[src/rv_isa_pkg.sv]
/*
 * RV64 instruction fields used by the memory-access stage
 * major opcodes and funct3 access-size codes, decoded straight from the word
 */
package rv_isa_pkg;

    typedef logic [31:0] inst_t;    // raw instruction word
    typedef logic [4:0]  reg_idx_t; // rs1 / rs2 / rd
    typedef logic [6:0]  opcode_t;  // inst[6:0]

    // major opcodes
    localparam opcode_t OPC_LOAD      = 7'b0000011;
    localparam opcode_t OPC_STORE     = 7'b0100011;
    localparam opcode_t OPC_OP        = 7'b0110011;
    localparam opcode_t OPC_OP_IMM    = 7'b0010011;
    localparam opcode_t OPC_OP_32     = 7'b0111011;
    localparam opcode_t OPC_OP_IMM_32 = 7'b0011011;
    localparam opcode_t OPC_LUI       = 7'b0110111;
    localparam opcode_t OPC_AUIPC     = 7'b0010111;
    localparam opcode_t OPC_JAL       = 7'b1101111;
    localparam opcode_t OPC_JALR      = 7'b1100111;
    localparam opcode_t OPC_BRANCH    = 7'b1100011; // never writes rd

    // funct3 size codes, shared by loads and stores
    localparam logic [2:0] F3_B  = 3'b000;
    localparam logic [2:0] F3_H  = 3'b001;
    localparam logic [2:0] F3_W  = 3'b010;
    localparam logic [2:0] F3_D  = 3'b011;
    localparam logic [2:0] F3_BU = 3'b100; // unsigned forms, loads only
    localparam logic [2:0] F3_HU = 3'b101;
    localparam logic [2:0] F3_WU = 3'b110;

endpackage

[src/mem_bus_pkg.sv]
/*
 * data-memory port types
 * 64-bit data word, per-byte strobe and byte offset inside a word
 */
package mem_bus_pkg;

    localparam int LANES = 8; // bytes per data word

    typedef logic [8*LANES-1:0]         xlen_t;     // alu, store, read, write-back data
    typedef logic [LANES-1:0]           strb_t;     // one bit per byte lane
    typedef logic [$clog2(LANES)-1:0]   byte_off_t; // addr[2:0]

endpackage

[src/mem_stage_reg.sv]
/*
 * execute-to-memory stage register
 * holds the item while blocked, decodes load/store once at capture and
 * swaps in the write-back value for the store operand on an rs2 match
 */
`timescale 1ns/1ps

module mem_stage_reg (
    input  logic                   clk,
    input  logic                   rst,
    input  logic                   load,      // capture enable, low = hold
    input  logic                   in_valid,
    input  mem_bus_pkg::xlen_t     in_pc,
    input  mem_bus_pkg::xlen_t     in_alu,
    input  mem_bus_pkg::xlen_t     in_src2,
    input  rv_isa_pkg::inst_t      in_inst,
    input  logic                   fwd_valid,
    input  rv_isa_pkg::reg_idx_t   fwd_rd,
    input  mem_bus_pkg::xlen_t     fwd_data,
    output logic                   valid,
    output mem_bus_pkg::xlen_t     pc,
    output mem_bus_pkg::xlen_t     alu,
    output rv_isa_pkg::inst_t      inst,
    output logic                   is_load,
    output logic                   is_store,
    output mem_bus_pkg::xlen_t     store_data
);

    mem_bus_pkg::xlen_t   src2_q; // store operand as captured
    rv_isa_pkg::reg_idx_t rs2;
    rv_isa_pkg::opcode_t  in_opc;

    assign in_opc = in_inst[6:0];

    // control bits
    always_ff @(posedge clk) begin
        if (rst) begin
            valid    <= 1'b0;
            is_load  <= 1'b0;
            is_store <= 1'b0;
        end else if (load) begin
            valid    <= in_valid;
            is_load  <= in_valid && (in_opc == rv_isa_pkg::OPC_LOAD);
            is_store <= in_valid && (in_opc == rv_isa_pkg::OPC_STORE);
        end
    end

    // payload
    always_ff @(posedge clk) begin
        if (load) begin
            pc     <= in_pc;
            alu    <= in_alu;
            inst   <= in_inst;
            src2_q <= in_src2;
        end
    end

    // ************************************************************************
    // store operand forwarding from write-back
    // ************************************************************************
    assign rs2 = inst[24:20];

    // combinational, so a write that lands while we stall is still picked up
    assign store_data = (fwd_valid && (fwd_rd == rs2) && (rs2 != '0)) ? fwd_data
                                                                       : src2_q;

endmodule

[src/store_align.sv]
/*
 * store lane placement
 * moves sb/sh/sw/sd data into its byte lanes and builds the byte strobe,
 * misaligned halfword/word/doubleword give no data and no strobe
 */
`timescale 1ns/1ps

module store_align (
    input  logic [2:0]               funct3,
    input  mem_bus_pkg::byte_off_t   offset,
    input  mem_bus_pkg::xlen_t       store_data,
    output mem_bus_pkg::xlen_t       wdata,
    output mem_bus_pkg::strb_t       wstrb
);

    logic [5:0] bit_sh; // byte offset in bits

    assign bit_sh = {offset, 3'b000};

    always_comb begin
        wdata = '0;
        wstrb = '0;
        case (funct3)
            rv_isa_pkg::F3_B: begin // any lane
                wdata = mem_bus_pkg::xlen_t'(store_data[7:0]) << bit_sh;
                wstrb = mem_bus_pkg::strb_t'(8'h01) << offset;
            end
            rv_isa_pkg::F3_H: begin
                if (!offset[0]) begin // even lanes only
                    wdata = mem_bus_pkg::xlen_t'(store_data[15:0]) << bit_sh;
                    wstrb = mem_bus_pkg::strb_t'(8'h03) << offset;
                end
            end
            rv_isa_pkg::F3_W: begin
                if (offset[1:0] == 2'b00) begin // offset 0 or 4
                    wdata = mem_bus_pkg::xlen_t'(store_data[31:0]) << bit_sh;
                    wstrb = mem_bus_pkg::strb_t'(8'h0f) << offset;
                end
            end
            rv_isa_pkg::F3_D: begin
                if (offset == '0) begin
                    wdata = store_data;
                    wstrb = '1;
                end
            end
            default: ; // not a store size
        endcase
    end

endmodule

[src/writeback_format.sv]
/*
 * register write-back formatting
 * load lane extraction with sign/zero extension, then the choice of
 * load data, link address or alu result, plus the rd write enable
 */
`timescale 1ns/1ps

module writeback_format (
    input  rv_isa_pkg::inst_t    inst,
    input  mem_bus_pkg::xlen_t   pc,
    input  mem_bus_pkg::xlen_t   alu,
    input  mem_bus_pkg::xlen_t   rdata,
    output logic                 wen,
    output mem_bus_pkg::xlen_t   wdata
);

    rv_isa_pkg::opcode_t  opc;
    rv_isa_pkg::reg_idx_t rd;
    logic [2:0]           funct3;
    mem_bus_pkg::xlen_t   lane;     // addressed bytes moved down to bit 0
    mem_bus_pkg::xlen_t   load_val; // extended load result

    assign opc    = inst[6:0];
    assign rd     = inst[11:7];
    assign funct3 = inst[14:12];

    assign lane = rdata >> {alu[2:0], 3'b000}; // low addr bits pick the lane

    // ************************************************************************
    // load extension
    // ************************************************************************
    always_comb begin
        case (funct3)
            rv_isa_pkg::F3_B:  load_val = {{56{lane[7]}}, lane[7:0]};
            rv_isa_pkg::F3_H:  load_val = {{48{lane[15]}}, lane[15:0]};
            rv_isa_pkg::F3_W:  load_val = {{32{lane[31]}}, lane[31:0]};
            rv_isa_pkg::F3_D:  load_val = rdata;     // aligned only
            rv_isa_pkg::F3_BU: load_val = {56'b0, lane[7:0]};
            rv_isa_pkg::F3_HU: load_val = {48'b0, lane[15:0]};
            rv_isa_pkg::F3_WU: load_val = {32'b0, lane[31:0]};
            default:           load_val = '0;
        endcase
    end

    // value select and rd enable
    always_comb begin
        case (opc)
            rv_isa_pkg::OPC_LOAD:      wdata = load_val;
            rv_isa_pkg::OPC_JAL,
            rv_isa_pkg::OPC_JALR:      wdata = pc + 64'd4; // link address
            default:                   wdata = alu;
        endcase

        case (opc)
            rv_isa_pkg::OPC_LOAD,
            rv_isa_pkg::OPC_OP,
            rv_isa_pkg::OPC_OP_IMM,
            rv_isa_pkg::OPC_OP_32,
            rv_isa_pkg::OPC_OP_IMM_32,
            rv_isa_pkg::OPC_LUI,
            rv_isa_pkg::OPC_AUIPC,
            rv_isa_pkg::OPC_JAL,
            rv_isa_pkg::OPC_JALR:      wen = (rd != '0); // x0 never written
            default:                   wen = 1'b0;       // store, branch, other
        endcase
    end

endmodule

[src/mem_req_port.sv]
/*
 * data-memory port sequencer
 * one four-phase req/ack access per instruction: raise req, wait for ack,
 * drop req, wait for ack low, then report done until the stage advances
 */
`timescale 1ns/1ps

module mem_req_port #(
    parameter int ADDR_W = 32
) (
    input  logic                   clk,
    input  logic                   rst,
    input  logic                   start,     // valid load/store in the stage
    input  logic                   write,
    input  logic                   advance,   // stage register moves on
    input  mem_bus_pkg::xlen_t     addr,
    input  mem_bus_pkg::xlen_t     wdata,
    input  mem_bus_pkg::strb_t     wstrb,
    output logic                   mem_req,
    output logic                   mem_we,
    output logic [ADDR_W-1:0]      mem_addr,
    output mem_bus_pkg::xlen_t     mem_wdata,
    output mem_bus_pkg::strb_t     mem_wstrb,
    input  logic                   mem_ack,
    input  mem_bus_pkg::xlen_t     mem_rdata,
    output mem_bus_pkg::xlen_t     rdata,
    output logic                   done
);

    typedef enum logic [1:0] {
        ST_IDLE,
        ST_REQUEST, // req high, waiting for ack
        ST_RELEASE, // req dropped, waiting for ack low
        ST_DONE     // access complete, hold until advance
    } port_state_t;

    port_state_t state;

    // ************************************************************************
    // state machine
    // ************************************************************************
    always_ff @(posedge clk) begin
        if (rst) begin
            state  <= ST_IDLE;
            mem_we <= 1'b0;
        end else begin
            case (state)
                ST_IDLE: begin
                    if (start) begin
                        state  <= ST_REQUEST;
                        mem_we <= write;
                    end
                end
                ST_REQUEST: if (mem_ack)  state <= ST_RELEASE;
                ST_RELEASE: if (!mem_ack) state <= ST_DONE;   // phase 4 seen
                ST_DONE:    if (advance)  state <= ST_IDLE;
                default:    state <= ST_IDLE;
            endcase
        end
    end

    // request fields, frozen for the whole access
    always_ff @(posedge clk) begin
        if (state == ST_IDLE && start) begin
            mem_addr  <= addr[ADDR_W-1:0];
            mem_wdata <= wdata;
            mem_wstrb <= wstrb;
        end
    end

    // read data sampled with ack
    always_ff @(posedge clk) begin
        if (state == ST_REQUEST && mem_ack) begin
            rdata <= mem_rdata;
        end
    end

    assign mem_req = (state == ST_REQUEST);
    assign done    = (state == ST_DONE);

endmodule

[src/mem_stage.sv]
/*
 * memory-access stage of the RV64 integer pipeline
 * stage register, store/load formatting and the data-memory port, with
 * valid/ready toward execute and write-back
 */
`timescale 1ns/1ps

module mem_stage #(
    parameter int ADDR_W = 32
) (
    input  logic                   clk,
    input  logic                   rst,
    // from execute
    input  logic                   ex_valid,
    output logic                   ex_ready,
    input  mem_bus_pkg::xlen_t     ex_pc,
    input  rv_isa_pkg::inst_t      ex_inst,
    input  mem_bus_pkg::xlen_t     ex_alu,
    input  mem_bus_pkg::xlen_t     ex_src2,
    // to write-back
    output logic                   wb_valid,
    input  logic                   wb_ready,
    output mem_bus_pkg::xlen_t     wb_pc,
    output rv_isa_pkg::inst_t      wb_inst,
    output logic                   rd_wen,
    output rv_isa_pkg::reg_idx_t   rd_idx,
    output mem_bus_pkg::xlen_t     rd_data,
    // forwarding from write-back
    input  logic                   fwd_valid,
    input  rv_isa_pkg::reg_idx_t   fwd_rd,
    input  mem_bus_pkg::xlen_t     fwd_data,
    // data memory
    output logic                   mem_req,
    output logic                   mem_we,
    output logic [ADDR_W-1:0]      mem_addr,
    output mem_bus_pkg::xlen_t     mem_wdata,
    output mem_bus_pkg::strb_t     mem_wstrb,
    input  logic                   mem_ack,
    input  mem_bus_pkg::xlen_t     mem_rdata
);

    logic                 valid;
    logic                 is_load;
    logic                 is_store;
    mem_bus_pkg::xlen_t   pc;
    mem_bus_pkg::xlen_t   alu;
    rv_isa_pkg::inst_t    inst;
    mem_bus_pkg::xlen_t   store_data;
    mem_bus_pkg::xlen_t   st_wdata;
    mem_bus_pkg::strb_t   st_wstrb;
    mem_bus_pkg::xlen_t   ld_rdata;
    logic                 port_done;
    logic                 mem_access; // stage holds a load or store
    logic                 stall;
    logic                 out_en;     // item visible to write-back
    logic                 fmt_wen;
    mem_bus_pkg::xlen_t   fmt_wdata;

    // ************************************************************************
    // stall and handshakes
    // ************************************************************************
    assign mem_access = valid && (is_load || is_store);
    assign stall      = mem_access && !port_done;     // access still running
    assign ex_ready   = !stall && wb_ready;           // also the advance strobe
    assign out_en     = valid && !stall;

    mem_stage_reg mem_stage_reg_inst (
        .clk        (clk),
        .rst        (rst),
        .load       (ex_ready),
        .in_valid   (ex_valid),
        .in_pc      (ex_pc),
        .in_alu     (ex_alu),
        .in_src2    (ex_src2),
        .in_inst    (ex_inst),
        .fwd_valid  (fwd_valid),
        .fwd_rd     (fwd_rd),
        .fwd_data   (fwd_data),
        .valid      (valid),
        .pc         (pc),
        .alu        (alu),
        .inst       (inst),
        .is_load    (is_load),
        .is_store   (is_store),
        .store_data (store_data)
    );

    store_align store_align_inst (
        .funct3     (inst[14:12]),
        .offset     (alu[2:0]),
        .store_data (store_data),
        .wdata      (st_wdata),
        .wstrb      (st_wstrb)
    );

    mem_req_port #(
        .ADDR_W (ADDR_W)
    ) mem_req_port_inst (
        .clk       (clk),
        .rst       (rst),
        .start     (mem_access),
        .write     (is_store),
        .advance   (ex_ready),
        .addr      (alu),        // byte address from execute
        .wdata     (st_wdata),
        .wstrb     (st_wstrb),
        .mem_req   (mem_req),
        .mem_we    (mem_we),
        .mem_addr  (mem_addr),
        .mem_wdata (mem_wdata),
        .mem_wstrb (mem_wstrb),
        .mem_ack   (mem_ack),
        .mem_rdata (mem_rdata),
        .rdata     (ld_rdata),
        .done      (port_done)
    );

    writeback_format writeback_format_inst (
        .inst  (inst),
        .pc    (pc),
        .alu   (alu),
        .rdata (ld_rdata),
        .wen   (fmt_wen),
        .wdata (fmt_wdata)
    );

    // write-back side, all zero while empty or blocked
    assign wb_valid = out_en;
    assign wb_pc    = out_en ? pc : '0;
    assign wb_inst  = out_en ? inst : '0;
    assign rd_wen   = out_en && fmt_wen;
    assign rd_idx   = out_en ? inst[11:7] : '0;
    assign rd_data  = out_en ? fmt_wdata : '0;

endmodule

[config.mk]
export PLATFORM = sky130hd
export DESIGN_NAME = mem_stage
export DESIGN_NICKNAME = d
export VERILOG_FILES = /design/src/rv_isa_pkg.sv /design/src/mem_bus_pkg.sv /design/src/mem_stage_reg.sv /design/src/store_align.sv /design/src/writeback_format.sv /design/src/mem_req_port.sv /design/src/mem_stage.sv
export SDC_FILE = /design/constraint.sdc
export NUM_CORES = 1
export LEC_CHECK = 0
export CELL_PAD_IN_SITES_DETAIL_PLACEMENT = 0
export CELL_PAD_IN_SITES_GLOBAL_PLACEMENT = 1
export CORE_AREA = 2 2 250 252
export CTS_CLUSTER_SIZE = 10
export DETAILED_ROUTE_END_ITERATION = 8
export DIE_AREA = 0 0 252 254
export DONT_BUFFER_PORTS = 1
export PLACE_DENSITY_LB_ADDON = 0.08
export SLEW_MARGIN = 15
export SYNTH_ARGS = -nofsm -noshare
export SYNTH_HDL_FRONTEND = slang
export SYNTH_SLANG_ARGS = --single-unit
export TNS_END_PERCENT = 20
[constraint.sdc]
create_clock -name clk -period 7 [get_ports clk]
set_clock_uncertainty 0.2 [all_clocks]
set_input_delay 1.4 -clock clk [delete_from_list [all_inputs] [get_ports clk]]
set_output_delay 1.4 -clock clk [all_outputs]
set_load 0.005 [all_outputs]
; ---- Word level (Yosys, flattened, before mapping)
; Cells that the tools add are included.
[word_totals]
ff_bits = 398
output_inout_bits = 274
in_bits = 363
elab_cells = 91
[op_classes]
shift = 7
reduce_logical = 24
mux = 21
n_eq_ne = 25
addsub = 1
[ops]
columns = op, n
row1 = 64-bit case mux with 7 select lines, 1
row2 = 64-bit two-way mux, 6
row3 = 64-bit case mux with 4 select lines, 1
row4 = 64-bit case mux with 2 select lines, 1
row5 = "64-bit by 3-bit adder with 64-bit output, second input constant", 1
row6 = 16-bit by 6-bit left shift with 64-bit output, 1
row7 = 32-bit by 6-bit left shift with 64-bit output, 1
row8 = 8-bit by 6-bit left shift with 64-bit output, 1
row9 = 64-bit by 6-bit right shift with 32-bit output, 1
row10 = 32-bit two-way mux, 1
row11 = 8-bit case mux with 4 select lines, 1
row12 = "7-bit by 6-bit == test with 1-bit output, second input constant", 4
row13 = 8-bit two-way mux, 3
row14 = "7-bit by 5-bit == test with 1-bit output, second input constant", 3
row15 = "7-bit by 2-bit == test with 1-bit output, second input constant", 2
row16 = "7-bit == test, second input constant", 2
row17 = 1-bit logical AND, 11
row18 = 5-bit nonzero test, 2
row19 = "3-bit == test, second input constant", 3
row20 = 9-bit OR reduction, 1
row21 = 2-bit two-way mux, 4
row22 = 2-bit case mux with 4 select lines, 1
row23 = "1-bit by 3-bit left shift with 8-bit output, first input constant", 1
row24 = "2-bit by 3-bit left shift with 8-bit output, first input constant", 1
row25 = 17 further kinds, 24

; ---- Longest topological paths before layout
[logic_depth]
word_depth = 7
depth_mapped = 12
ltp_nobuf = 7

; ---- By module
; From an unflattened synthesis, not the netlist that was laid out.
[hier_totals]
hier_cells = 1672
area_unflattened_um2 = 21017.7
[by_module_without_submodules]
columns = mod, area_per_inst_um2, seq_area_each_um2, cells_each, instances
row1 = mem_stage_reg, 7736.2, 6786.5, 318, 1
row2 = mem_req_port, 5278.8, 5104.9, 193, 1
row3 = writeback_format, 4568.1, 0.0, 649, 1
row4 = store_align, 2142.1, 0.0, 306, 1
row5 = mem_stage, 1292.5, 0.0, 206, 1

; ---- Least setup slack after synthesis
; OpenSTA, ideal clock, no wires.
[synth_path]
path_kind = input to output
startpoint = input wb_ready
endpoint = output ex_ready
path_stages = 2
path_slack_ns = -0.571
arrival_ns = 5.971
t_required_ns = 5.400
n_path_buf = 0
cell_sequence = o21ai_0 -> inv_1
[synth_between]
elab_chain_len = 1
[synth_lines]
columns = item, line
row1 = start: declaration, mem_stage.sv:22  ; input logic wb_ready,
row2 = 1-bit logical AND, mem_stage.sv:64  ; assign ex_ready = !stall && wb_ready;
row3 = end: declaration, mem_stage.sv:15  ; output logic ex_ready,
; No other way between the ends.

; ---- Worst setup path after layout
[layout_path]
startpoint = register mem_stage_reg_inst.alu[2]
endpoint = output rd_data[63]
[layout_between]
elab_chain_len = 4
[layout_lines]
columns = item, line
row1 = start: declaration, mem_stage_reg.sv:22  ; output mem_bus_pkg::xlen_t alu,
row2 = start signal: assignment, mem_stage_reg.sv:52  ; alu <= in_alu;
row3 = 64-bit by 6-bit right shift with 32-bit output, writeback_format.sv:27  ; assign lane = rdata >> {alu[2:0], 3'b000};
row4 = 64-bit case mux with 7 select lines, writeback_format.sv:33  ; case (funct3)
row5 = 64-bit case mux with 2 select lines, writeback_format.sv:47  ; case (opc)
row6 = 64-bit two-way mux, mem_stage.sv:133  ; assign rd_data = out_en ? fmt_wdata : '0;
row7 = end: declaration, mem_stage.sv:27  ; output mem_bus_pkg::xlen_t rd_data,
; No other way between the ends.

==> impl_results.md <==
- Status: complete, no violations
- RSZ-0062 raised after global routing: no
- Final period utilization: 0.8311
- Asr flop ratio synth: 0
- Share of cells above drive strength 1: 0.09650
- Pre-CTS setup slack: around 1800 ps
- PD cells: 253.4 nW/um2
- Max Cap Viol: 0
- Number of post-CTS setup repair buffers: 0
- Die area: 64010 um2
- Layout area overhead: 10.89%
- Overall Global Routing Usage: 0.2568
- Syn Area/Cell: roughly 12 um2
- Final hold violations: 0
- Crit path largest cell delay: 730 ps
- Crit path max fanout: 36
- Maximum vdd drop: 0.0001818 V
- Detailed placer's ending HPWL: ~64000 um
- Compound-Gate Fraction of Synth Area: 0.1537
- EDFF count, synth: 392
- Critical path cell sequence: buf_4, nor2_1, a22oi_1, nand2_1, o311ai_4, nand2_2, a31oi_1
- Clock Tree Buf Depth: 3
- Synth Area in Adders: 0.009841
- Hold Path Sink: mem_req_port_inst.mem_addr[18]
- CP Launch Point: mem_stage_reg_inst.alu[2]
- Worst-skew pair later-pin latency: 590 ps
- Vias: 14854
- Clk sinks: between 300 and 400
- Routed WL: 85190 um
- DRC violations left: 0
- Min cycle time layout: 5817 ps
- Grt ovf: 0
- YS warnings: 0
- Drt wl/cell: 34.71 um
- Worst Tran Pin Value: 1261 ps
- Num CTS Buffers: between 40 and 50
- Post-synthesis simple-gate area fraction: 0.1222
- Slew HR: 0.1553
- Fmax: 171.9 MHz
- Sequential share of the synthesized area: 0.5845
- Worst r2r src: mem_stage_reg_inst.alu[0]
- Die width: between 200 and 300 um
- Post-DRT Antenna Nets: 0
- WHS Path Cells: 0
- Leakage: 7.580 nW
- DRT Pass-1 Iters: 8
- CP max stage cell: edfxtp_1
- Main combinational cell family by area after synthesis: compound AO/OA/AOI/OAI gates
- Crit end category: output port
- R2r setup slk: 2310 ps
- Mux cell area share after synthesis: 0.08322
- Starting Density: 0.3321
- Syn nets: between 2000 and 2500
- CP arrival: 4220 ps
- Die height: 254 um
- Largest net degree at the start of global routing: 130
- Startpoint types: flop
- CTS tree: done
- Cell variety after synth: 72
- Core area: 61260 um2
- Clock transition at path regs: approximately 60 ps
- # IOs: 637
- Critical path required time: ~5400 ps
- Global-route wire length before repair: 117500 um
- Buffers added on ports: 0
- Reg2reg path depth: 7
- Top FF cell, synth: edfxtp_1
- Post-route setup slack: 1183 ps
- GP Congestion: 0.8596
- H-tree depth: 2
- Vias in the first global route: approximately 15000
- Setup Crit Path Kind: reg -> out
- Worst hold path type: reg -> reg
- Post-CTS Hold Buffers: 0
- Max-slew violations: 0
- Final #Nets: 2009
- Row cnt: 91
- Root buffer cell: clkbuf_16
- Post-synthesis xor/xnor area fraction: 0.01593
- Hold_sp: mem_stage_reg_inst.alu[18]
- Reg-to-Reg End: mem_req_port_inst.mem_wdata[23]
- Vias/cell: 6.053
- Post-Synthesis Cell Area: 20340 um2
- Initial DRC count: approximately 1300
- PostCTS Resize Cnt: 0
- Setup TNS: 0 ps
- Endpoints failing setup: 0
- Seq cells post-synth: about 400
- Initial antenna violation count: 24
- Post-Syn Instances: 1653
[synth_stat cells (all sizes together) (8+ instances only)]
cell / count / area share
and3: 10 / 0.0031
mux4: 17 / 0.019
ha: 16 / 0.0098
nor2: 72 / 0.013
o31a: 18 / 0.0077
a31oi: 43 / 0.013
a211o: 14 / 0.0060
o211ai: 11 / 0.0041
o21ai: 47 / 0.012
a21o: 12 / 0.0044
o22ai: 60 / 0.020
nand2: 139 / 0.026
a22oi: 68 / 0.025
nor4: 30 / 0.0098
a221o: 11 / 0.0054
mux2i: 120 / 0.061
a21oi: 69 / 0.017
xor2: 8 / 0.0034
nand4: 25 / 0.0077
o22a: 8 / 0.0034
inv: 28 / 0.0052
nand3: 54 / 0.014
a221oi: 14 / 0.0060
nor2b: 12 / 0.0037
nor3: 22 / 0.0077
buf: 51 / 0.015
xnor2: 29 / 0.012
edfxtp: 392 / 0.58
clkbuf: 57 / 0.011
and2: 97 / 0.030
o221ai: 18 / 0.0077
[worst max-delay path: cells and delay by family (launching register included)]
| family | cells | cell delay (ps) |
|---|---|---|
| and+or+nand+nor | 3 | 1010 |
| DFF | 1 | 730 |
| buffers and inverters | 1 | 480 |
| AOI/OAI and AO/OA | 3 | 1380 |
[power breakdown]
part	internal [mW]	total [mW]	leakage, nW	switching [mW]
sequential	2.77	2.91	3.71	0.138
combinational	0.174	0.519	3.20	0.345
clock	1.30	2.29	0.662	0.992
[logic make-up (layout without fill, tap and decap cells)]
kind of cell,Yosys count,after routing
mux,144,144
flops,398,398
other cells,0,6
buf+inv,137,142
xor+xnor,37,37
compound gates,440,440
simple gates,481,481
fa+ha+maj,16,16
[layout by cell type (no fill, tap or decap), drive strengths merged, types with 8 or more instances in the layout]
master / instances
o21ai: 47
a22oi: 68
nor2: 72
mux4: 17
o22ai: 60
clkbuf: 67
a221oi: 14
nand2: 139
a31oi: 43
o211ai: 11
o221ai: 18
and3: 10
edfxtp: 392
nor3: 22
inv: 27
buf: 34
clkinv: 11
xor2: 8
o31a: 18
a21o: 12
nand3: 54
o22a: 8
a221o: 11
and2: 97
nor4: 30
xnor2: 29
a211o: 14
mux2i: 120
ha: 16
nand4: 25
nor2b: 12
a21oi: 69
[sequential cells by signal, indices dropped and copies added, names as in the netlist]
name and cells:
mem_req_port_inst.mem_wdata 64, mem_req_port_inst.mem_we 1, mem_req_port_inst.state 2, mem_stage_reg_inst.inst 32, mem_req_port_inst.mem_addr 32, mem_stage_reg_inst.src2_q 64
mem_stage_reg_inst.is_load 1, mem_stage_reg_inst.alu 64, mem_req_port_inst.rdata 64, mem_stage_reg_inst.pc 64, mem_stage_reg_inst.is_store 1, mem_req_port_inst.mem_wstrb 8
mem_stage_reg_inst.valid 1
[final cells by class]
type / count / area (um2)
fill: 5953 / 38700
antenna: 6 / 15.01
sequential: 398 / 11890
clock buffer: 67 / 1315
multi-input combinational: 1118 / 7881
inverter: 29 / 112.6
clock inverter: 12 / 67.56
timing repair buffer: 34 / 287.8
tap: 790 / 988.4
[metal layers]
layer | routed length [um] | global-route usage | vias up
li1 | - | - | 6495
met1 | 34060 | 0.3218 | 7519
met2 | 42900 | 0.4451 | 684
met3 | 5931 | 0.05818 | 136
met4 | 2173 | 0.06915 | 20
met5 | 125 | 0 | -
[stage by stage]
step | cell area, um2 | std cells | hold WS [ps] | util | total power, mW
2_1_floorplan | 20350 | 1653 | 225.2 | - | 3.250
3_3_place_gp | 21140 | 2368 | 245.4 | 0.3451 | 3.473
3_5_place_dp | 21140 | 2368 | 243.7 | 0.3451 | 3.478
4_1_cts | 22520 | 2447 | 257.7 | 0.3677 | 5.782
5_1_grt | 22560 | 2453 | 266.1 | 0.3682 | 5.910
6_report | 22560 | 2454 | 257.6 | 0.3683 | 5.715
[how the worst max path moves through the flow]
stage | end
after detailed placement | rd_data[63]
after floorplan | ex_ready
after global placement | rd_data[63]
after CTS | rd_data[63]
after global routing | rd_data[63]
final | rd_data[63]
(Power assumes the default switching activity.)
